==> src/logic/icache_pkg.sv <==
// Instruction cache shared definitions
// Holds the cache geometry, the fetch address split, the refill transfer
// record and the state types of the lookup and refill FSMs
package icache_pkg;

  // Geometry of the direct-mapped cache
  localparam int addr_w      = 32; // Width of a fetch address
  localparam int word_w      = 32; // One instruction
  localparam int line_words  = 16; // Instructions held by one line
  localparam int line_w      = line_words * word_w; // 512 bits per line
  localparam int cache_depth = 64; // Number of lines in the array

  // Address split, from the top bit down
  localparam int byte_off_w = 2; // Instructions are word aligned
  localparam int word_sel_w = $clog2(line_words); // Picks the word inside a line
  localparam int index_w    = $clog2(cache_depth); // Picks the line
  localparam int tag_w      = addr_w - index_w - word_sel_w - byte_off_w; // 20 bits remain

  // A fetch address as seen by the cache
  typedef struct packed {
    logic [tag_w-1:0]      tag;      // Compared against the stored tag
    logic [index_w-1:0]    index;    // Line in the data and tag arrays
    logic [word_sel_w-1:0] word_sel; // Word returned from the line
    logic [byte_off_w-1:0] byte_off; // Ignored by the cache
  } fetch_addr_t;

  // Names one cache line, which is also the unit of a memory request
  typedef struct packed {
    logic [tag_w-1:0]   tag;
    logic [index_w-1:0] index;
  } line_addr_t;

  // One refill write
  // The same record updates the data array and the tag array
  typedef struct packed {
    logic [index_w-1:0] index; // Line being replaced
    logic [tag_w-1:0]   tag;   // Tag of the incoming line
    logic [line_w-1:0]  data;  // Line as returned by memory
  } fill_t;

  // Lookup FSM
  typedef enum logic [1:0] {
    run,       // Hits served, new fetches accepted
    miss_wait, // Waiting for the refill unit to return the line
    replay     // Reading the freshly written line
  } lookup_state_e;

  // Refill FSM
  typedef enum logic {
    ref_idle, // No request outstanding
    ref_wait  // Memory request issued, waiting for the line
  } refill_state_e;

endpackage

==> src/logic/icache_refill.sv <==
// Instruction cache refill unit
// Turns a miss from the lookup unit into one memory line request and
// hands the returned line to the data array and the tag array
`timescale 1ns/1ps

module icache_refill (
  input  logic                          clka,
  input  logic                          rst,
  input  logic                          refill_req,  // Miss pulse from lookup
  input  icache_pkg::line_addr_t        refill_line, // Line that missed
  output logic                          mem_req,     // One-cycle request to memory
  output icache_pkg::line_addr_t        mem_addr,    // Line requested from memory
  input  logic                          mem_rvalid,  // Line is on mem_rdata
  input  logic [icache_pkg::line_w-1:0] mem_rdata,
  output logic                          fill_done,   // Write strobe for array and tags
  output icache_pkg::fill_t             fill
);

  import icache_pkg::*;

  refill_state_e state_q;  // Refill FSM
  line_addr_t    line_q;   // Line being fetched
  logic          mem_req_q; // Request pulse, one cycle after refill_req
  logic          start;    // A new miss is taken

  // Lookup only raises a miss while no refill is open
  // Checking the state keeps a stray pulse from restarting the refill
  assign start = (state_q == ref_idle) && refill_req;

  always_ff @(posedge clka) begin
    if (rst) begin
      state_q   <= ref_idle;
      mem_req_q <= 1'b0;
    end else begin
      mem_req_q <= start; // A single pulse per miss
      case (state_q)
        ref_idle: begin
          if (start) begin
            state_q <= ref_wait;
          end
        end
        ref_wait: begin
          if (mem_rvalid) begin
            state_q <= ref_idle; // Line is written this cycle and the refill ends
          end
        end
        default: state_q <= ref_idle;
      endcase
    end
  end

  // Line of the miss being served
  always_ff @(posedge clka) begin
    if (start) begin
      line_q <= refill_line;
    end
  end

  assign mem_req  = mem_req_q;
  assign mem_addr = line_q; // Held stable for the whole refill

  // The returned line goes straight to the array without a register stage
  // so lookup can read it back through the bypass on the next cycle
  assign fill_done = (state_q == ref_wait) && mem_rvalid;

  assign fill = '{
    index: line_q.index,
    tag:   line_q.tag,
    data:  mem_rdata
  };

endmodule

==> config.mk <==
export PLATFORM = sky130hd
export DESIGN_NAME = icache_refill
export DESIGN_NICKNAME = d
export VERILOG_FILES = /design/src/logic/icache_pkg.sv /design/src/logic/icache_refill.sv
export SDC_FILE = /design/constraint.sdc
export NUM_CORES = 1
export LEC_CHECK = 0
export ABC_AREA = 0
export ABC_CLOCK_PERIOD_IN_PS = 4200
export BUFFER_PORTS_ARGS = -buffer_cell sky130_fd_sc_hd__buf_2
export CAP_MARGIN = 20
export CORE_AREA = 4 4 428 430
export DETAILED_ROUTE_END_ITERATION = 6
export DIE_AREA = 0 0 432 434
export SETUP_SLACK_MARGIN = 0.4
export SYNTH_ARGS = -nofsm -noshare
export SYNTH_HDL_FRONTEND = slang
export SYNTH_SLANG_ARGS = --single-unit
==> constraint.sdc <==
create_clock -name clka -period 4.2 [get_ports clka]
set_input_delay 0.21 -clock clka [delete_from_list [all_inputs] [get_ports clka]]
set_output_delay 0.21 -clock clka [all_outputs]
set_load 0.02 [all_outputs]
Word level (Yosys, flattened, before mapping)
Index checks and enable logic that the tools add are counted.
{ "totals": {"mem_count": 0, "ramBits": 0, "in_bits": 542, "register_bits": 28, "latch_bits": 0, "out_inout_bits": 566, "romBits": 0, "word_cells": 10} }
{ "classes": {"n_mul": 0, "addsub": 0, "n_shift": 0, "n_mux": 3, "reduce_logical": 2, "div_mod_pow": 0, "n_eq_ne": 0, "n_lt_le_gt_ge": 0, "bitwise": 1} }
{ "op_table": {"columns": ["cell", "count"], "rows": [
  ["1-bit logical AND", 2],
  ["1-bit 2-to-1 mux", 2],
  ["1-bit case mux with 2 select lines", 1],
  ["1-bit inverter", 1]
]} }

Depth between registers and ports, before layout
Gate-level depths: netlist (run 1).
{ "depth": {"depth_word": 4, "mapped_depth": 2} }

Worst setup path after synthesis (run 1)
OpenSTA, ideal clock, no wires.
{ "synth_timing": {"path_kind": "register to register", "from": "register state_q", "to": "register line_q, in the netlist fill[512], enable pin", "t_arrival_ps": 1005, "t_required_ps": 3819, "slack_ps": 2815, "path_stages_with_launch": 3, "n_path_buf": 0, "synth_period_minus_slack_ps": 1385, "path_cell_list": "dfxtp_1 > nand2b_2 > inv_1"} }
{ "synth_between": {"elab_chain_cells": 2} }
{ "synth_rtl": {"columns": ["element", "line", "text"], "rows": [
  ["start: declaration", "icache_refill.sv:21", "refill_state_e state_q;"],
  ["start signal: assignment", "icache_refill.sv:32", "state_q <= ref_idle;"],
  ["start signal: assignment", "icache_refill.sv:39", "state_q <= ref_wait;"],
  ["start signal: assignment", "icache_refill.sv:44", "state_q <= ref_idle;"],
  ["1-bit inverter", null, null],
  ["1-bit logical AND", "icache_refill.sv:28", "assign start = (state_q == ref_idle) && refill_req;"],
  ["net start", "icache_refill.sv:24", "logic start;"],
  ["end signal: assignment", "icache_refill.sv:55", "line_q <= refill_line;"],
  ["end: declaration", "icache_refill.sv:22", "line_addr_t line_q;"]
]} }
The timed path passes the listed nets, and every way through them passes these cells.
A chain may end at the register's enable or synchronous reset.

Worst setup path in the final report (run 1)
{ "layout_timing": {"from": "register line_q, in the netlist fill[518]", "to": "output mem_addr[12] in the netlist's numbering"} }
{ "layout_rtl": {"columns": ["element", "line", "text"], "rows": [
  ["end: declaration", "icache_refill.sv:12", "output icache_pkg::line_addr_t mem_addr,"]
]} }
No word-level cell between the ends.

==> impl_metrics.json, run 1 <==
{
  "rsz0062_at_grt": "no",
  "crit_fanout": 2,
  "grt_pass1_wl_um": 159300,
  "path_cells": "buf_2",
  "cp-end-kind": "primary output",
  "via_per_inst": 0.8443,
  "drt-initial-drc-count": 193,
  "status": "finished clean",
  "wl_met1_um": 8873,
  "path_class": "register to primary output",
  "p_per_area_mw_per_mm2": 173.4,
  "htreeDepth": 1,
  "cts_max_path_buffers": 2,
  "start_kind": "register",
  "design.core.area_mm2": 0.1798,
  "clock-sinks": 28,
  "cts-root-buf": "clkbuf_16",
  "utilization_pct": 2.443,
  "crit_buf_inv": 1,
  "netSwitchingFraction_pct": 27.67,
  "p_seq_share_pct": 45.4,
  "comb_power_share_pct": 14.8,
  "synth_area_leaders": "buf_4, edfxtp_1, dfxtp_1",
  "die_w_um": 432,
  "hold_viol": 0,
  "maxCapViolations": 0,
  "cts_setup_buffers": 0,
  "met3_length_um": 66160,
  "leakage_nw": 0.6731,
  "grt-ovfl-total": 0,
  "finalSetupViolCount": 0,
  "hp-class": "input port to register",
  "slew_headroom_pct": 76.63,
  "grt_max_degree": 27,
  "fin_setup_tns_ns": 0,
  "syn_nets": 1114,
  "finClkSkew_ns": 0.005317,
  "cts.clk_slew.worst_paths_ns": 0.08,
  "die_h_um": 434,
  "antenna_found_initial": 18,
  "synth_top_area_cell": "buf_4",
  "io_buffers": 83,
  "ys_ff_latch": 28,
  "clk_latency_ns": 0.29,
  "drc": 0,
  "grt_pass1_vias": 1751,
  "grt_usage_pct": 15.84,
  "io_pins": 1108,
  "vias": 2110,
  "yosysSeqAreaShare_pct": 16.75,
  "fp.dieArea_mm2": 0.1875,
  "avgSynthCellArea_um2": 8.566,
  "dr_wl_met2_um": 79350,
  "p_clk_share_pct": 39.8,
  "yosysUniqueCellTypes": 9,
  "hold_buffers": 0,
  "highest_layer": "met5",
  "drive_gt1_share_pct": 74.59,
  "syn_to_final_growth_pct": -10.37,
  "start_util_pct": 2.726,
  "final.min_clock_period_ns": 1.353,
  "min_period_over_period_pct": 32.22,
  "syn-cell-area_mm2": 0.004900,
  "ant_nets": 0,
  "synth_top_area_share_pct": 82.43,
  "cts_buffers": 3,
  "maxSlewViolCount": 0,
  "fmax_mhz": 739.0,
  "max_stage_delay_ns": 0.53,
  "cpMaxStageDelayCell": "edfxtp_1",
  "cp.arrival_ns": 1.14,
  "firstDrtPassIters": 4,
  "critical_path.top_delay_family": "flip-flops",
  "power.net_switching_uw": 210.7,
  "synth_cells": 572,
  "yosysWarningCount": 0,
  "p_int_uw": 550.7,
  "worst_slew_pin_slew_ns": 0.3506,
  "cts-resized-gates": 0,
  "ir_worst_vdd_uv": 186.9,
  "drt_wl_total_um": 155500,
  "fillers": 21397,
  "gp_congestion": 0.8971,
  "cts_tree": "done",
  "num_rows": 156,
  "cp.required_ns": 3.99,
  "post_drt_wl_per_cell_um": 62.23,
  "layout.nets": 665
}
-- area by class of cell --
| type | count | area [um2] | area share [%] |
|---|---|---|---|
| tap | 2370 | 2965 | 67.52 |
| sequential | 28 | 820.8 | 18.69 |
| timing repair buffer | 84 | 442.9 | 10.09 |
| clock buffer | 3 | 75.07 | 1.709 |
| multi-input combinational | 5 | 36.28 | 0.8262 |
| clock inverter | 1 | 30.03 | 0.6838 |
| antenna | 7 | 17.52 | 0.3989 |
| inverter | 1 | 3.754 | 0.08547 |
-- metal layers --
metal / global-route usage (%) / up-vias
met5: 0.5985 / -
met4: 1.348 / 4
met3: 31.94 / 55
met2: 28.64 / 1103
met1: 2.557 / 633
li1: - / 315
-- path summary, 6_finish.rpt --
path | start | endpoint | slack [ns] | cells after the start
hold reg to reg | state_q | mem_req | 0.56 | 2
setup / recovery | fill[518] | mem_addr[12] | 2.85 | 1
setup reg to reg | state_q | fill[512] | 2.89 | 3
hold / removal | rst | state_q | 0.09 | 2
-- power by group through the flow --
stage / registers [mW] / logic [mW] / clock network (mW)
detailed placement: 0.353 / 0.111 / 0
global placement: 0.353 / 0.112 / 0
finish: 0.346 / 0.112 / 0.303
floorplan: 0.359 / 0.760 / 0
global route: 0.349 / 0.119 / 0.325
CTS: 0.348 / 0.112 / 0.322
-- stage by stage --
| stage | cells | hold slack, ns | cell area (um2) | setup WS (ns) | total power, mW |
|---|---|---|---|---|---|
| floorplan | 572 | 0.2724 | 4900 | 2.815 | 1.119 |
| global placement | 2487 | 0.3878 | 4242 | 2.295 | 0.4650 |
| detailed placement | 2487 | 0.3905 | 4242 | 2.242 | 0.4636 |
| CTS | 2491 | 0.07406 | 4347 | 2.212 | 0.7810 |
| global route | 2493 | 0.08787 | 4377 | 2.793 | 0.7923 |
| finish | 2499 | 0.09251 | 4392 | 2.847 | 0.7614 |
-- cell usage after synthesis --
master and n:
dfxtp_1 2, edfxtp_1 26, inv_1 1, a21oi_2 1, and2_2 1, or2b_1 1, nand2b_2 1, buf_4 538
nor2_1 1
-- layout by cell type (no fill, tap or decap) --
| master | netlist | routed |
|---|---|---|
| bufinv_16 | 0 | 1 |
| and2_2 | 1 | 1 |
| dfxtp_1 | 2 | 2 |
| nand2b_2 | 1 | 1 |
| clkbuf_16 | 0 | 3 |
| a21oi_2 | 1 | 1 |
| nor2_1 | 1 | 1 |
| buf_2 | 0 | 83 |
| edfxtp_1 | 26 | 26 |
| clkinv_1 | 0 | 1 |
| buf_16 | 0 | 1 |
| diode_2 | 0 | 7 |
| or2b_1 | 1 | 1 |
-- worst reg2reg max path: stages (launching register included) --
cell,delay [ns]
dfxtp_1,0.33
nand2b_2,0.14
clkinv_1,0.28
buf_16,0.27
-- state kept, by name (all words and copies together), names as in the netlist --
| register | flops |
|---|---|
| mem_req | 1 |
| state_q | 1 |
| fill | 26 |
-- kinds of logic (layout without fill, tap and decap cells) --
group	Yosys count	in the layout	synth area share, %
buffers and inverters	539	89	82.51
AO/OA/AOI/OAI	1	1	0.1788
flip-flops	28	28	16.75
other	0	7	0
AND/OR/NAND/NOR	4	4	0.5619
Note: power is estimated with default switching activity, not from simulation.
==> run 2, diff against run 1 <==
--- a/config.mk
+++ b/config.mk
@@ -6,12 +6,12 @@
 export NUM_CORES = 1
 export LEC_CHECK = 0
 export ABC_AREA = 0
-export ABC_CLOCK_PERIOD_IN_PS = 4200
+export ABC_CLOCK_PERIOD_IN_PS = 1230
 export BUFFER_PORTS_ARGS = -buffer_cell sky130_fd_sc_hd__buf_2
 export CAP_MARGIN = 20
-export CORE_AREA = 4 4 428 430
+export CORE_AREA = 4 4 425 427
 export DETAILED_ROUTE_END_ITERATION = 6
-export DIE_AREA = 0 0 432 434
+export DIE_AREA = 0 0 429 431
 export SETUP_SLACK_MARGIN = 0.4
 export SYNTH_ARGS = -nofsm -noshare
 export SYNTH_HDL_FRONTEND = slang
==> constraint.sdc (replaced) <==
create_clock -name clka -period 1.23 [get_ports clka]
set_input_delay 0.0615 -clock clka [delete_from_list [all_inputs] [get_ports clka]]
set_output_delay 0.0615 -clock clka [all_outputs]
set_load 0.02 [all_outputs]
==> impl_metrics.json, run 2 (same netlist as run 1, synthesis figures left out) <==
{
  "final_common_cell": "buf_6",
  "gp_congestion": 0.8635,
  "fillers": 21064,
  "multi_input_area_um2": 42.54,
  "grt-ovfl-total": 0,
  "rrSetupSlack_ns": 0.19,
  "syn_to_final_growth_pct": 2.094,
  "path_class": "register to primary output",
  "grt_usage_pct": 16.70,
  "io_pins": 1108,
  "p_total_mw": 2.734,
  "cp.required_ns": 1.17,
  "rr_endpoint": "fill[526]",
  "drt-initial-drc-count": 192,
  "reg2regPathDepth": 3,
  "cp-end-kind": "primary output",
  "maxSlewViolCount": 0,
  "firstDrtPassIters": 4,
  "cts-root-buf": "clkbuf_16",
  "die_h_um": 431,
  "ir_worst_vdd_uv": 469.5,
  "fin_setup_tns_ns": 0,
  "final.min_clock_period_ns": 1.052,
  "cpMaxStageDelayCell": "edfxtp_1",
  "finalSetupViolCount": 0,
  "antenna_found_initial": 29,
  "cts_tree": "done",
  "clk_latency_ns": 0.26,
  "fp.dieArea_mm2": 0.1849,
  "clock-sinks": 28,
  "start_util_pct": 2.782,
  "crit_start": "fill[515]",
  "cp-endpoint": "mem_addr[9]",
  "status": "finished clean",
  "maxCapViolations": 0,
  "path_cells": "buf_6",
  "cts.clk_slew.worst_paths_ns": 0.06,
  "setup_ws_ns": 0.1776,
  "leakage_nw": 0.9156,
  "final_cell_mix": "buf_6, buf_2, dlygate4sd3_1, edfxtp_1, buf_12",
  "drt_wl_total_um": 161600,
  "crit_fanout": 2,
  "layout.nets": 694,
  "worst_slew_pin_slew_ns": 0.2877,
  "place_ws_ns": 0.2092,
  "r2r_start": "state_q",
  "cp.arrival_ns": 0.99,
  "seqCellArea_um2": 822.0,
  "crit_buf_inv": 1,
  "largest_register_ffs": 26,
  "grt_max_degree": 27,
  "design.core.area_mm2": 0.1761,
  "die_w_um": 429,
  "start_kind": "register",
  "fmax_mhz": 950.2,
  "slew_headroom_pct": 80.82,
  "vias": 2243,
  "min_period_over_period_pct": 85.56,
  "grt_pass1_wl_um": 167500,
  "drive_gt1_share_pct": 62.91,
  "cts_buffers": 3,
  "cts_max_path_buffers": 2,
  "ant_nets": 0,
  "hold_viol": 0,
  "via_per_inst": 0.8990,
  "max_stage_delay_ns": 0.52,
  "drc": 0,
  "grt_pass1_vias": 1979,
  "post_drt_wl_per_cell_um": 64.78,
  "rsz0062_at_grt": "yes",
  "hp-class": "input port to register",
  "io_buffers": 83,
  "num_rows": 154,
  "p_per_area_mw_per_mm2": 546.5,
  "htreeDepth": 1,
  "finClkSkew_ns": 0.002122,
  "critical_path.top_delay_family": "flip-flops",
  "crit_cells": 1
}
[run 2: cell types whose count changed in the layout (fill, tap and decap cells not counted), moves of 3 or more]
cell,before,now
dlygate4sd3_1,0,27
buf_6,0,50
diode_2,7,4
buf_8,0,3
buf_2,83,29
buf_12,0,4
[run 2: repair_timing]
item                       CTS  global route
hold buffers                25             2
gates resized for setup    107             8
pin swaps                    1             0
setup endpoints to repair   80            79
setup buffers                2             0
hold endpoints to repair    26             2
[run 2: final cells by class]
cell class | instances | area share [%]
tap | 2340 | 58.53
timing repair buffer | 113 | 22.06
sequential | 28 | 16.43
clock buffer | 4 | 1.776
multi-input combinational | 5 | 0.8504
antenna | 4 | 0.2001
inverter | 1 | 0.1501
[run 2: report_power, final]
group	switching [mW]	internal [mW]	leakage [nW]
registers	0.0680	1.11	0.267
clock network	0.288	0.498	0.0442
logic	0.451	0.315	0.605
[run 2: worst min path at each step]
stage                         start   endpoint  slack (ns)  depth (start not counted)
floorplan                       rst    state_q        0.12                          1
finish                   mem_rvalid    state_q        0.08                          3
CTS                 refill_line[10]  fill[516]       0.003                          1
detailed placement   mem_rdata[148]  fill[148]        0.12                          0
global route             mem_rvalid    state_q        0.09                          3
global placement     mem_rdata[148]  fill[148]        0.12                          0
[run 2: stage by stage]
stage	instance area [um2]	cells	util [%]	hold WS (ns)
after floorplan	4910	572	-	0.1166
after global placement	4234	2458	2.404	0.1231
after detailed placement	4234	2458	2.404	0.1231
after CTS	4949	2489	2.810	0.002984
after global routing	4992	2491	2.835	0.08638
final	5002	2495	2.840	0.08166
[run 2: tightest hold or removal path, stage by stage]
cell     delay [ns]
buf_2          0.09
or2b_1         0.10
a21oi_2        0.05
[run 2: per-layer routing]
layer | vias up | wire (um) | GRT usage, % | share of wire [%]
met5 | - | 134 | 0.6148 | 0.083
met4 | 2 | 2019 | 1.352 | 1.2
met3 | 85 | 67850 | 33.40 | 42
met2 | 1129 | 84340 | 31.16 | 52
met1 | 659 | 7277 | 2.147 | 4.5
li1 | 368 | - | - | -
