--- src/logic/icache_pkg.sv ---
// Instruction cache shared definitions
// Holds the cache geometry, the fetch address split, the refill transfer
// record and the state types of the lookup and refill FSMs
package icache_pkg;

  // Geometry of the direct-mapped cache
  localparam int addr_w      = 32; // Width of a fetch address
  localparam int word_w      = 32; // One instruction
  localparam int line_words  = 16; // Instructions held by one line
  localparam int line_w      = line_words * word_w; // 512 bits per line
  localparam int cache_depth = 64; // Number of lines in the array

  // Address split, from the top bit down
  localparam int byte_off_w = 2; // Instructions are word aligned
  localparam int word_sel_w = $clog2(line_words); // Picks the word inside a line
  localparam int index_w    = $clog2(cache_depth); // Picks the line
  localparam int tag_w      = addr_w - index_w - word_sel_w - byte_off_w; // 20 bits remain

  // A fetch address as seen by the cache
  typedef struct packed {
    logic [tag_w-1:0]      tag;      // Compared against the stored tag
    logic [index_w-1:0]    index;    // Line in the data and tag arrays
    logic [word_sel_w-1:0] word_sel; // Word returned from the line
    logic [byte_off_w-1:0] byte_off; // Ignored by the cache
  } fetch_addr_t;

  // Names one cache line, which is also the unit of a memory request
  typedef struct packed {
    logic [tag_w-1:0]   tag;
    logic [index_w-1:0] index;
  } line_addr_t;

  // One refill write
  // The same record updates the data array and the tag array
  typedef struct packed {
    logic [index_w-1:0] index; // Line being replaced
    logic [tag_w-1:0]   tag;   // Tag of the incoming line
    logic [line_w-1:0]  data;  // Line as returned by memory
  } fill_t;

  // Lookup FSM
  typedef enum logic [1:0] {
    run,       // Hits served, new fetches accepted
    miss_wait, // Waiting for the refill unit to return the line
    replay     // Reading the freshly written line
  } lookup_state_e;

  // Refill FSM
  typedef enum logic {
    ref_idle, // No request outstanding
    ref_wait  // Memory request issued, waiting for the line
  } refill_state_e;

endpackage

--- src/logic/icache_lookup.sv ---
// Instruction cache lookup unit
// Accepts fetch addresses, checks tags and valid bits one cycle later and
// returns the selected word on a hit. A miss stalls fetches, asks the refill
// unit for the line and replays the read once the line is written
`timescale 1ns/1ps

module icache_lookup (
  input  logic                           clka,
  input  logic                           rst,
  input  logic                           fetch_valid,
  input  icache_pkg::fetch_addr_t        fetch_addr,
  output logic                           fetch_ready, // Low while a miss is open
  output logic                           inst_valid,  // One pulse per accepted fetch
  output logic [icache_pkg::word_w-1:0]  inst_word,
  output logic [icache_pkg::index_w-1:0] rd_index,    // Read address of the data array
  input  logic [icache_pkg::line_w-1:0]  rd_line,     // Array data, one cycle later
  output logic                           refill_req,  // Miss pulse to refill unit
  output icache_pkg::line_addr_t         refill_line,
  input  logic                           fill_done,   // Line written this cycle
  input  icache_pkg::fill_t              fill
);

  import icache_pkg::*;

  lookup_state_e state_q;
  fetch_addr_t   stage_q;       // Fetch accepted on the last edge, or the one missing
  logic          stage_valid_q; // stage_q holds a fetch still owed a result

  // Stored tag and valid bit of every line
  logic [tag_w-1:0]       tag_q [cache_depth];
  logic [cache_depth-1:0] valid_q;

  logic tag_match; // Stored line belongs to the staged address
  logic run_hit;   // Staged fetch is served this cycle
  logic run_miss;  // Staged fetch needs a refill
  logic accept;    // New fetch taken on the coming edge

  // Data line seen as an array of instructions
  logic [line_words-1:0][word_w-1:0] line_v;

  assign tag_match = valid_q[stage_q.index] && (tag_q[stage_q.index] == stage_q.tag);

  assign run_hit  = (state_q == run) && stage_valid_q && tag_match;
  assign run_miss = (state_q == run) && stage_valid_q && !tag_match;

  // Ready drops already in the cycle the miss shows up
  assign fetch_ready = (state_q == run) && !run_miss;
  assign accept      = fetch_valid && fetch_ready;

  // The array is read with the incoming address so the line arrives together
  // with the staged fetch. During a fill the written index is read instead and
  // the array bypass returns the new line in the replay cycle
  assign rd_index = fill_done ? fill.index : fetch_addr.index;

  assign line_v     = rd_line;
  assign inst_word  = line_v[stage_q.word_sel]; // Same word select for hit and replay
  assign inst_valid = run_hit || (state_q == replay);

  assign refill_req  = run_miss; // Lasts one cycle as the state leaves run at the edge
  assign refill_line = '{tag: stage_q.tag, index: stage_q.index};

  // Lookup FSM
  always_ff @(posedge clka) begin
    if (rst) begin
      state_q <= run;
    end else begin
      case (state_q)
        run: begin
          if (run_miss) begin
            state_q <= miss_wait;
          end
        end
        miss_wait: begin
          if (fill_done) begin
            state_q <= replay; // Line and tag are in place after this edge
          end
        end
        replay:  state_q <= run; // Word is delivered in this cycle
        default: state_q <= run;
      endcase
    end
  end

  // Stage occupancy
  always_ff @(posedge clka) begin
    if (rst) begin
      stage_valid_q <= 1'b0;
    end else if (accept) begin
      stage_valid_q <= 1'b1; // Also covers a hit and a new fetch in one cycle
    end else if (run_hit || (state_q == replay)) begin
      stage_valid_q <= 1'b0; // Result went out and nothing replaced it
    end
  end

  // Stage address is held through the whole miss for the replay
  always_ff @(posedge clka) begin
    if (accept) begin
      stage_q <= fetch_addr;
    end
  end

  // A valid bit is set once its line has been filled
  always_ff @(posedge clka) begin
    if (rst) begin
      valid_q <= '0;
    end else if (fill_done) begin
      valid_q[fill.index] <= 1'b1;
    end
  end

  // Tag update in the same cycle the array takes the data
  // An eviction simply overwrites the old tag
  always_ff @(posedge clka) begin
    if (fill_done) begin
      tag_q[fill.index] <= fill.tag;
    end
  end

endmodule

--- config.mk ---
export PLATFORM = sky130hd
export DESIGN_NAME = icache_lookup
export DESIGN_NICKNAME = d
export VERILOG_FILES = /design/src/logic/icache_pkg.sv /design/src/logic/icache_lookup.sv
export SDC_FILE = /design/constraint.sdc
export NUM_CORES = 1
export LEC_CHECK = 0
export BUFFER_PORTS_ARGS = -buffer_cell sky130_fd_sc_hd__clkbuf_2
export CAP_MARGIN = 20
export CORE_AREA = 2 2 445 447
export DETAILED_ROUTE_END_ITERATION = 12
export DIE_AREA = 0 0 447 449
export PLACE_DENSITY_LB_ADDON = 0.12
export SLEW_MARGIN = 20
export SYNTH_ARGS = -nofsm -noshare
export SYNTH_HDL_FRONTEND = slang
export SYNTH_SLANG_ARGS = --single-unit
--- constraint.sdc ---
create_clock -name clka -period 4.12 [get_ports clka]
set_clock_uncertainty 0.05 [all_clocks]
set_input_delay 0.412 -clock clka [delete_from_list [all_inputs] [get_ports clka]]
set_output_delay 0.412 -clock clka [all_outputs]
set_load 0.1 [all_outputs]
# [After elaboration in Yosys (flattened, before gate mapping)]
# Memory sizes are Yosys's and may differ from the RTL's. A register that Yosys moved wholly into a read port is not among the register bits.
# Index checks and enable logic that the tools add are counted.
[classes] n_mux=15 reduce_logical=13 n_bitwise=1 eq_ne=5 magnitude_cmp=4
[ops] op="32-bit binary-select mux with 4-bit select" count=1
[ops] op="64-bit bitwise OR" count=1
[ops] op="32-bit two-way mux" count=1
[ops] op="20-bit == test" count=1
[ops] op="6-bit by 7-bit less-than comparator with 1-bit output (second input constant)" count=2
[ops] op="6-bit two-way mux" count=2
[ops] op="1-bit logical AND" count=7
[ops] op="1-bit binary-select mux with 6-bit select" count=1
[ops] op="1-bit demux with 6-bit select" count=1
[ops] op="6-bit by 1-bit greater-or-equal comparator with 1-bit output (second input constant)" count=1
[ops] op="1-bit two-way mux" count=6
[ops] op="4-bit by 5-bit less-than comparator with 1-bit output (second input constant)" count=1
[ops] op="2-bit two-way mux" count=2
[ops] op="2-bit inequality test (second input constant)" count=2
[ops] op="2-bit case mux with 2 select lines" count=1
[ops] op="2-bit by 1-bit == test with 1-bit output (second input constant)" count=1
[ops] op="2-bit == test (second input constant)" count=1
[ops] op="1-bit zero test" count=2
[ops] op="2-bit zero test" count=1
[ops] op="2-bit AND reduction" count=1
[ops] op="2-bit nonzero test" count=1
[ops] op="1-bit logical OR" count=1
[word_totals] memories=1 out_inout_bits=67 wordCells=45 ramBits=1280 inputBits=1086 ff_bits=97
[mem_list] memory="tag_q" words=64 word_bits=20 rd=1 rd_ports_with_merged_regs=1 write_ports=1 line="icache_lookup.sv:30" rtl="logic [tag_w-1:0] tag_q [cache_depth];"

# [Logic depth before layout (Yosys ltp)]
# Gate-level depths: netlist of run 1.
[depth] depth_word=9 depth_mapped=16 depth_no_buf=11

# [Least setup slack after synthesis of run 1]
# OpenSTA, ideal clock, no wires.
[synth_path] path_kind="register to output" startpoint="register with a tool-made name" endpoint="output fetch_ready" t_required_ns=3.658 setup_slack_ns=-1.272 stages_incl_launch_ff=16 path_buffers=6 t_arrival_ns=4.930 cell_sequence="dfxtp_1 > buf_6 > buf_6 > buf_4 > buf_4 > buf_2 > clkbuf_1 > nand2_1 > a32oi_1 > nand2_1 > xnor2_1 > o31ai_1 > o211ai_1 > nor4_2 > a31oi_4 > nor3_1"
[synth_lines] item="to (decl)" line="icache_lookup.sv:12" rtl="output logic fetch_ready,"

==> impl_metrics.csv, run 1 <==
group,metric,value,unit
run_status,status,"finished, violations left",
run_status,violations,"setup timing",
placement,dp_hpwl,169600,um
floorplan,num_io_pins,1153,
sta,setup_violations,39,
logic_synthesis,synth.avg_cell_area,20.02,sq um
floorplan,die_w,447,um
flow_run,maxCapViolations,0,
logic_synthesis,netlist_area,57370,sq um
layout,nets,5005,
detailed_routing,drc,0,
detailed_routing,vias_per_cell,5.161,
sta,fin_crit,5.111,ns
sta,slew_headroom,30.89,%
sta,rsz0062_at_grt,"true",
global_routing,antenna_found_initial,36,
hold_path,min_path_type,"in2reg",
detailed_routing,ant_nets,0,
logic_synthesis,syn_inst,2866,
placement,routabilityCongestion,0.9439,
layout,final_cell_area,72730,sq um
setup_path,cp-end-kind,"output port",
global_routing,grt_pass1_vias,34200,
logic_synthesis,synth-edff-count,1310,
cts,cts_buffers,151,
sta,worst_pin_slew,1.037,ns
logic_synthesis,yosys.area.top_type,"edfxtp_1",
logic_synthesis,synth_warnings,0,
sta,period_share,124.1,%
logic_synthesis,synth_area_leaders,"edfxtp_1 69%, mux4_2 17%, mux2i_1 3.2%, dfxtp_1 2.5%, nor2_1 1.4%",
power_and_ir_drop,p_leak,25.13,nW
placement,dp_slack,-0.5742,ns
logic_synthesis,yosysUniqueCellTypes,66,
logic_synthesis,ys.flop_type,"edfxtp_1",
placement,io_buffers,638,
logic_synthesis,yosysSeqAreaShare,71.12,%
sta,finalWorstSetupSlack,-0.9911,ns
cts,h-tree-depth,4,
cts,cts_sinks,1383,
cts,clk_latency,0.79,ns
logic_synthesis,yosysTopAreaCellShare,68.57,%
detailed_routing,wirelength,242500,um
global_routing,grt-ovfl-total,0,
detailed_routing,vias,34540,
cts,cts_tree,"yes",
floorplan,core,196200,sq um
setup_path,worstPathArrival,4.65,ns
floorplan,die_y,449,um
global_routing,grt_max_degree,66,
placement,dpl_cell_area,66690,sq um
setup_path,start_kind,"flip-flop",
floorplan,initial_core_util,29.24,%
power_and_ir_drop,vdd_drop_max,0.4044,mV
global_routing,grt_pass1_wl,319200,um
floorplan,rows,163,
sta,finalMaxSlewViolations,0,
detailed_routing,drt_iter0_markers,3701,
cts,cts.reportedPaths.clkPinSlew,0.06,ns
sta,timing_hold_violations_final,0,
logic_synthesis,syn-num-nets,3952,
setup_path,path_class,"reg2out",
sta,clock.fmax,195.7,MHz
power_and_ir_drop,power.density,472.3,nW/um^2
cts,clk_path_buf_depth,3,
layout,drive_gt1_share,46.26,%
global_routing,grt_use_total,23.68,%
logic_synthesis,async_reset_ff_share,0,%
detailed_routing,post_drt_wl_per_cell,36.24,um
floorplan,die_area,200700,sq um
logic_synthesis,yosys_register_bits,1383,
layout,synthToLayoutAreaGrowth,26.78,%
setup_path,worst_ep_required_time,3.66,ns
cts,root_buffer,"clkbuf_16",
setup_path,cp_max_fo,6,
detailed_routing,firstDrtPassIters,6,
==> through the flow <==
step           instances  utilization [%]  TNS [ns]  hold WS (ns)  total power, W
5_1_grt             6681            37.06    -17.88        0.1014         0.03545
4_1_cts             6659            36.84    -17.58       0.06031         0.03460
2_1_floorplan       2866                -         0        0.3848         0.01864
3_5_place_dp        6331            33.99    -19.59        0.4020         0.02117
6_report            6692            37.07    -14.20        0.1008         0.03435
3_3_place_gp        6331            33.99    -19.05        0.3948         0.02119
==> metal layers <==
layer / GRT usage, % / part of all wire [%] / vias up / wire (um)
li1: - / - / 14090 / -
met1: 36.59 / 48 / 19010 / 116000
met2: 35.98 / 45 / 1232 / 110100
met3: 3.104 / 5.4 / 197 / 13200
met4: 3.785 / 1.3 / 4 / 3197
met5: 0 / 0.0091 / - / 22
==> placed cells by master (no fill, tap or decap), drive strengths merged, types with 6 or more instances in the layout <==
cell         netlist  final
a211oi            11     11
a21oi             34     34
a221oi            18     18
a22oi             66     66
a31oi              8      8
a32oi              8      8
and2               9      9
and3               8      8
buf              140    435
bufinv             0      7
clkbuf            64    841
clkinv             0     48
dfxtp             73     73
diode              0     12
dlygate4sd3        0     34
edfxtp          1310   1310
inv                8     16
mux2              27     27
mux2i            181    181
mux4             438    438
nand2             76     76
nand3             24     24
nand4             10     10
nor2             215    215
nor2b             14     14
nor3              12     12
o2111ai            6      6
o21ai             21     21
o22ai             12     12
xnor2             11     11
xor2              12     12
==> logic make-up after synthesis <==
| family | Yosys count | share of synthesized area, % |
|---|---|---|
| AO/OA/AOI/OAI | 212 | 2.661 |
| multiplexers | 646 | 20.92 |
| AND/OR/NAND/NOR | 390 | 2.995 |
| buffers and inverters | 212 | 1.948 |
| flip-flops | 1383 | 71.12 |
| XOR/XNOR | 23 | 0.3512 |
==> report_power, final <==
part | total [W] | switching, W | internal [W] | leakage (nW)
combinational | 0.00550 | 0.00324 | 0.00226 | 10.4
sequential | 0.0156 | 0.000115 | 0.0155 | 12.4
clock | 0.0132 | 0.00572 | 0.00751 | 2.32
==> Yosys cell counts, drive strengths merged (5+ instances only) <==
master,n
nor2,215
nor3,12
nand2,76
inv,8
o21ai,21
a21oi,34
a22oi,66
a211oi,11
nand2b,5
and3,8
a32oi,8
o2111ai,6
nand3,24
edfxtp,1310
a22o,5
clkbuf,64
buf,140
a31oi,8
nor2b,14
and2,9
o22ai,12
xnor2,11
xor2,12
mux4,438
dfxtp,73
nand4,10
mux2,27
a221oi,18
mux2i,181
==> sequential cells by signal, summed over array words and instances, names as in the netlist, named ones only <==
name and cells:
tag_q 1280, refill_line 26, stage_valid_q 1, valid_q 64, stage_q 4, state_q 2
==> worst max-delay path, cell delays in order, from the launching register on <==
cell and delay [ns]:
dfxtp_4 0.38, buf_12 0.14, mux4_2 0.51, mux2_4 0.35, a221oi_4 0.33, a211oi_4 0.11
a21oi_4 0.23, xnor2_2 0.08, a2111o_1 0.52, nor4b_4 0.39, buf_4 0.17, a31oi_4 0.08
buf_12 0.17, nor3_4 0.16, buf_12 0.20
==> final timing paths <==
path	from	endpoint	slack, ns	depth (start not counted)
max	flip-flop	fetch_ready	-0.99	14
min	fill[517]	tag_q[30][5]	0.10	1
max reg2reg	flip-flop	flip-flop	-0.37	17
min reg2reg	valid_q[26]	valid_q[26]	0.41	2
==> cell type report <==
| cell class | count | area (sq um) |
|---|---|---|
| fill | 18490 | 123500 |
| sequential | 1383 | 40820 |
| multi-input combinational | 1271 | 16030 |
| timing repair buffer | 1104 | 7736 |
| clock buffer | 206 | 4133 |
| tap | 2640 | 3303 |
| clock inverter | 68 | 649.4 |
| inverter | 8 | 30.03 |
| antenna | 12 | 30.03 |
==> what timing repair did <==
action	4_1_cts	5_1_grt
cloned	2	3
setup endpoints to repair	41	39
pin swaps	15	13
endpoints found under the hold margin	65	0
resized for setup	48	47
hold buffers	34	0
setup buffers	19	19
No activity file was read; power rests on OpenSTA's default activity.
==> run 2, diff against run 1 <==
GPL_TIMING_DRIVEN = 0   (was default)
==> run 2 against run 1 <==
The run still ends with setup timing left; utilization increased by 0.96 points; via count increased by 6.0%; critical path type unchanged; count of clock-buffer cells in the layout decreased by 11; critical path depth increased by 3; cell count decreased by 0.67%; largest cell class unchanged.
==> impl_metrics.csv, run 2 (synthesis gave the netlist of run 1 again) <==
group,metric,value,unit
setup_path,crit_buf_inv,6,
setup_path,worstPathArrival,4.63,ns
cts,h-tree-depth,4,
sta,finalMaxSlewViolations,0,
cts,cts_sinks,1383,
setup_path,cp_slowest_cell,"nor2_4",
detailed_routing,vias,36600,
global_routing,grt_max_degree,65,
layout,layout_commonest_cell,"edfxtp_1",
sta,clock.fmax,196.6,MHz
sta,setup_violations,39,
hold_path,whs_endpoint,"valid_q[2]",
layout,multi_input_area,16500,sq um
sta,slew_headroom,29.92,%
setup_path,reg2reg_slack,-0.45,ns
setup_path,r2r_cells,20,
floorplan,num_io_pins,1153,
placement,dp_hpwl,210800,um
placement,dp_cells,6264,
placement,io_buffers,635,
cts,clk_latency,0.80,ns
setup_path,worst_path_most_repeated_cell,"buf_12",
setup_path,r2r-end,"refill_line[9]",
power_and_ir_drop,p_leak,25.43,nW
global_routing,grt-ovfl-total,0,
hold_path,min_path_type,"in2reg",
cts,root_buffer,"clkbuf_16",
run_status,violations,"setup timing",
sta,timing_hold_violations_final,0,
layout,final_util,38.03,%
setup_path,start_kind,"flip-flop",
setup_path,worst_ep_required_time,3.66,ns
run_status,status,"finished, violations left",
power_and_ir_drop,power.density,464.2,nW/um^2
layout,synthToLayoutAreaGrowth,30.07,%
setup_path,cpPeakStageDelay,0.40,ns
sta,worst_pin_slew,1.051,ns
detailed_routing,vias_per_cell,5.506,
layout,layoutNonFillerInstCount,6647,
layout,nFillCells,18210,
power_and_ir_drop,p_total,0.03463,W
cts,cts_tree,"yes",
cts,clk_path_buf_depth,3,
layout,register_area,40810,sq um
setup_path,critPathTopFamily,"simple AND/OR/NAND/NOR gates",
setup_path,path_class,"reg2out",
setup_path,path_depth,17,
floorplan,rows,163,
floorplan,die_w,447,um
cts,cts_buffers,151,
global_routing,grt_pass1_vias,34760,
detailed_routing,wirelength,287200,um
floorplan,core,196200,sq um
layout,layout_common_cells,"1,310 x edfxtp_1, 630 x clkbuf_2, 438 x mux4_2, 165 x mux2i_1, 162 x clkbuf_16",
flow_run,maxCapViolations,0,
detailed_routing,drc,0,
hold_path,hp-start,"rst",
layout,drive_gt1_share,46.24,%
sta,period_share,123.5,%
layout,top_register,"tag_q",
detailed_routing,post_drt_wl_per_cell,43.21,um
layout,largest_reg_flops,1280,
floorplan,initial_core_util,29.24,%
global_routing,grt_use_total,28.15,%
setup_path,path_cells,"buf_12 -> buf_12 -> buf_16 -> buf_16 -> nor2_4 -> a22oi_2 -> o2111ai_2 -> nand4_1 -> xor2_1 -> o21ai_1 -> o2111ai_2 -> nor4_4 -> buf_12 -> and3_4 -> a21oi_2 -> nor2_4 -> clkbuf_16",
floorplan,die_area,200700,sq um
floorplan,die_y,449,um
global_routing,antenna_found_initial,33,
sta,rsz0062_at_grt,"true",
placement,dp_slack,-2.713,ns
global_routing,grt_pass1_wl,365900,um
setup_path,cp_max_fo,10,
cts,cts.reportedPaths.clkPinSlew,0.06,ns
setup_path,cp-end-kind,"output port",
sta,fin_crit,5.087,ns
power_and_ir_drop,vdd_drop_max,0.3799,mV
layout,nets,4965,
sta,finalWorstSetupSlack,-0.9671,ns
detailed_routing,drt_iter0_markers,5464,
placement,routabilityCongestion,0.9368,
detailed_routing,ant_nets,0,
hold_path,min_delay_path_depth,2,
detailed_routing,firstDrtPassIters,6,
==> run 2: power by group <==
part | leakage [nW] | switching [W] | internal [W]
combinational | 10.7 | 0.00373 | 0.00219
sequential | 12.4 | 0.000107 | 0.0155
clock | 2.29 | 0.00576 | 0.00734
total | 25.4 | 0.00960 | 0.0250
==> run 2: timing repair <==
action                     CTS  global route
hold endpoints to repair    83            28
resized for setup          441            52
setup endpoints to repair   73            58
pin swaps                   22            23
gates cloned                 4             0
hold buffers                34             2
buffers inserted            42            24
==> run 2: stage by stage <==
| step | hold WS (ns) | TNS [ns] | instance area, sq um |
|---|---|---|---|
| floorplan | 0.3848 | 0 | 57380 |
| global placement | 0.3946 | -1511.90 | 63870 |
| detailed placement | 0.4051 | -100.82 | 67030 |
| CTS | 0.02043 | -11.84 | 74090 |
| global route | 0.06104 | -16.51 | 74590 |
| finish | 0.09811 | -15.70 | 74620 |
==> run 2: routing by layer <==
layer,global-route usage [%],vias to the layer above,share of wire [%]
li1,-,14040,-
met1,42.76,20280,45
met2,42.52,1958,45
met3,4.064,309,7.6
met4,6.266,6,2.5
met5,0,-,0.015
==> run 2: cell type report <==
| type | instances | share of cell area, % |
|---|---|---|
| inverter | 8 | 0.04863 |
| clock inverter | 73 | 0.6959 |
| timing repair buffer | 866 | 9.439 |
| sequential | 1383 | 54.69 |
| tap | 2640 | 4.427 |
| buffer | 198 | 2.997 |
| antenna | 13 | 0.04360 |
| clock buffer | 195 | 5.545 |
| multi-input combinational | 1271 | 22.11 |
==> run 2: how the worst max path moves through the flow <==
stage	startpoint	to	slack, ns
3_5_place_dp	flip-flop	flip-flop	-2.71
5_1_grt	flip-flop	inst_valid	-1.04
4_1_cts	flip-flop	fetch_ready	-1.01
2_1_floorplan	flip-flop	fetch_ready	0.0002
6_report	flip-flop	inst_valid	-0.97
3_3_place_gp	flip-flop	flip-flop	-3.75
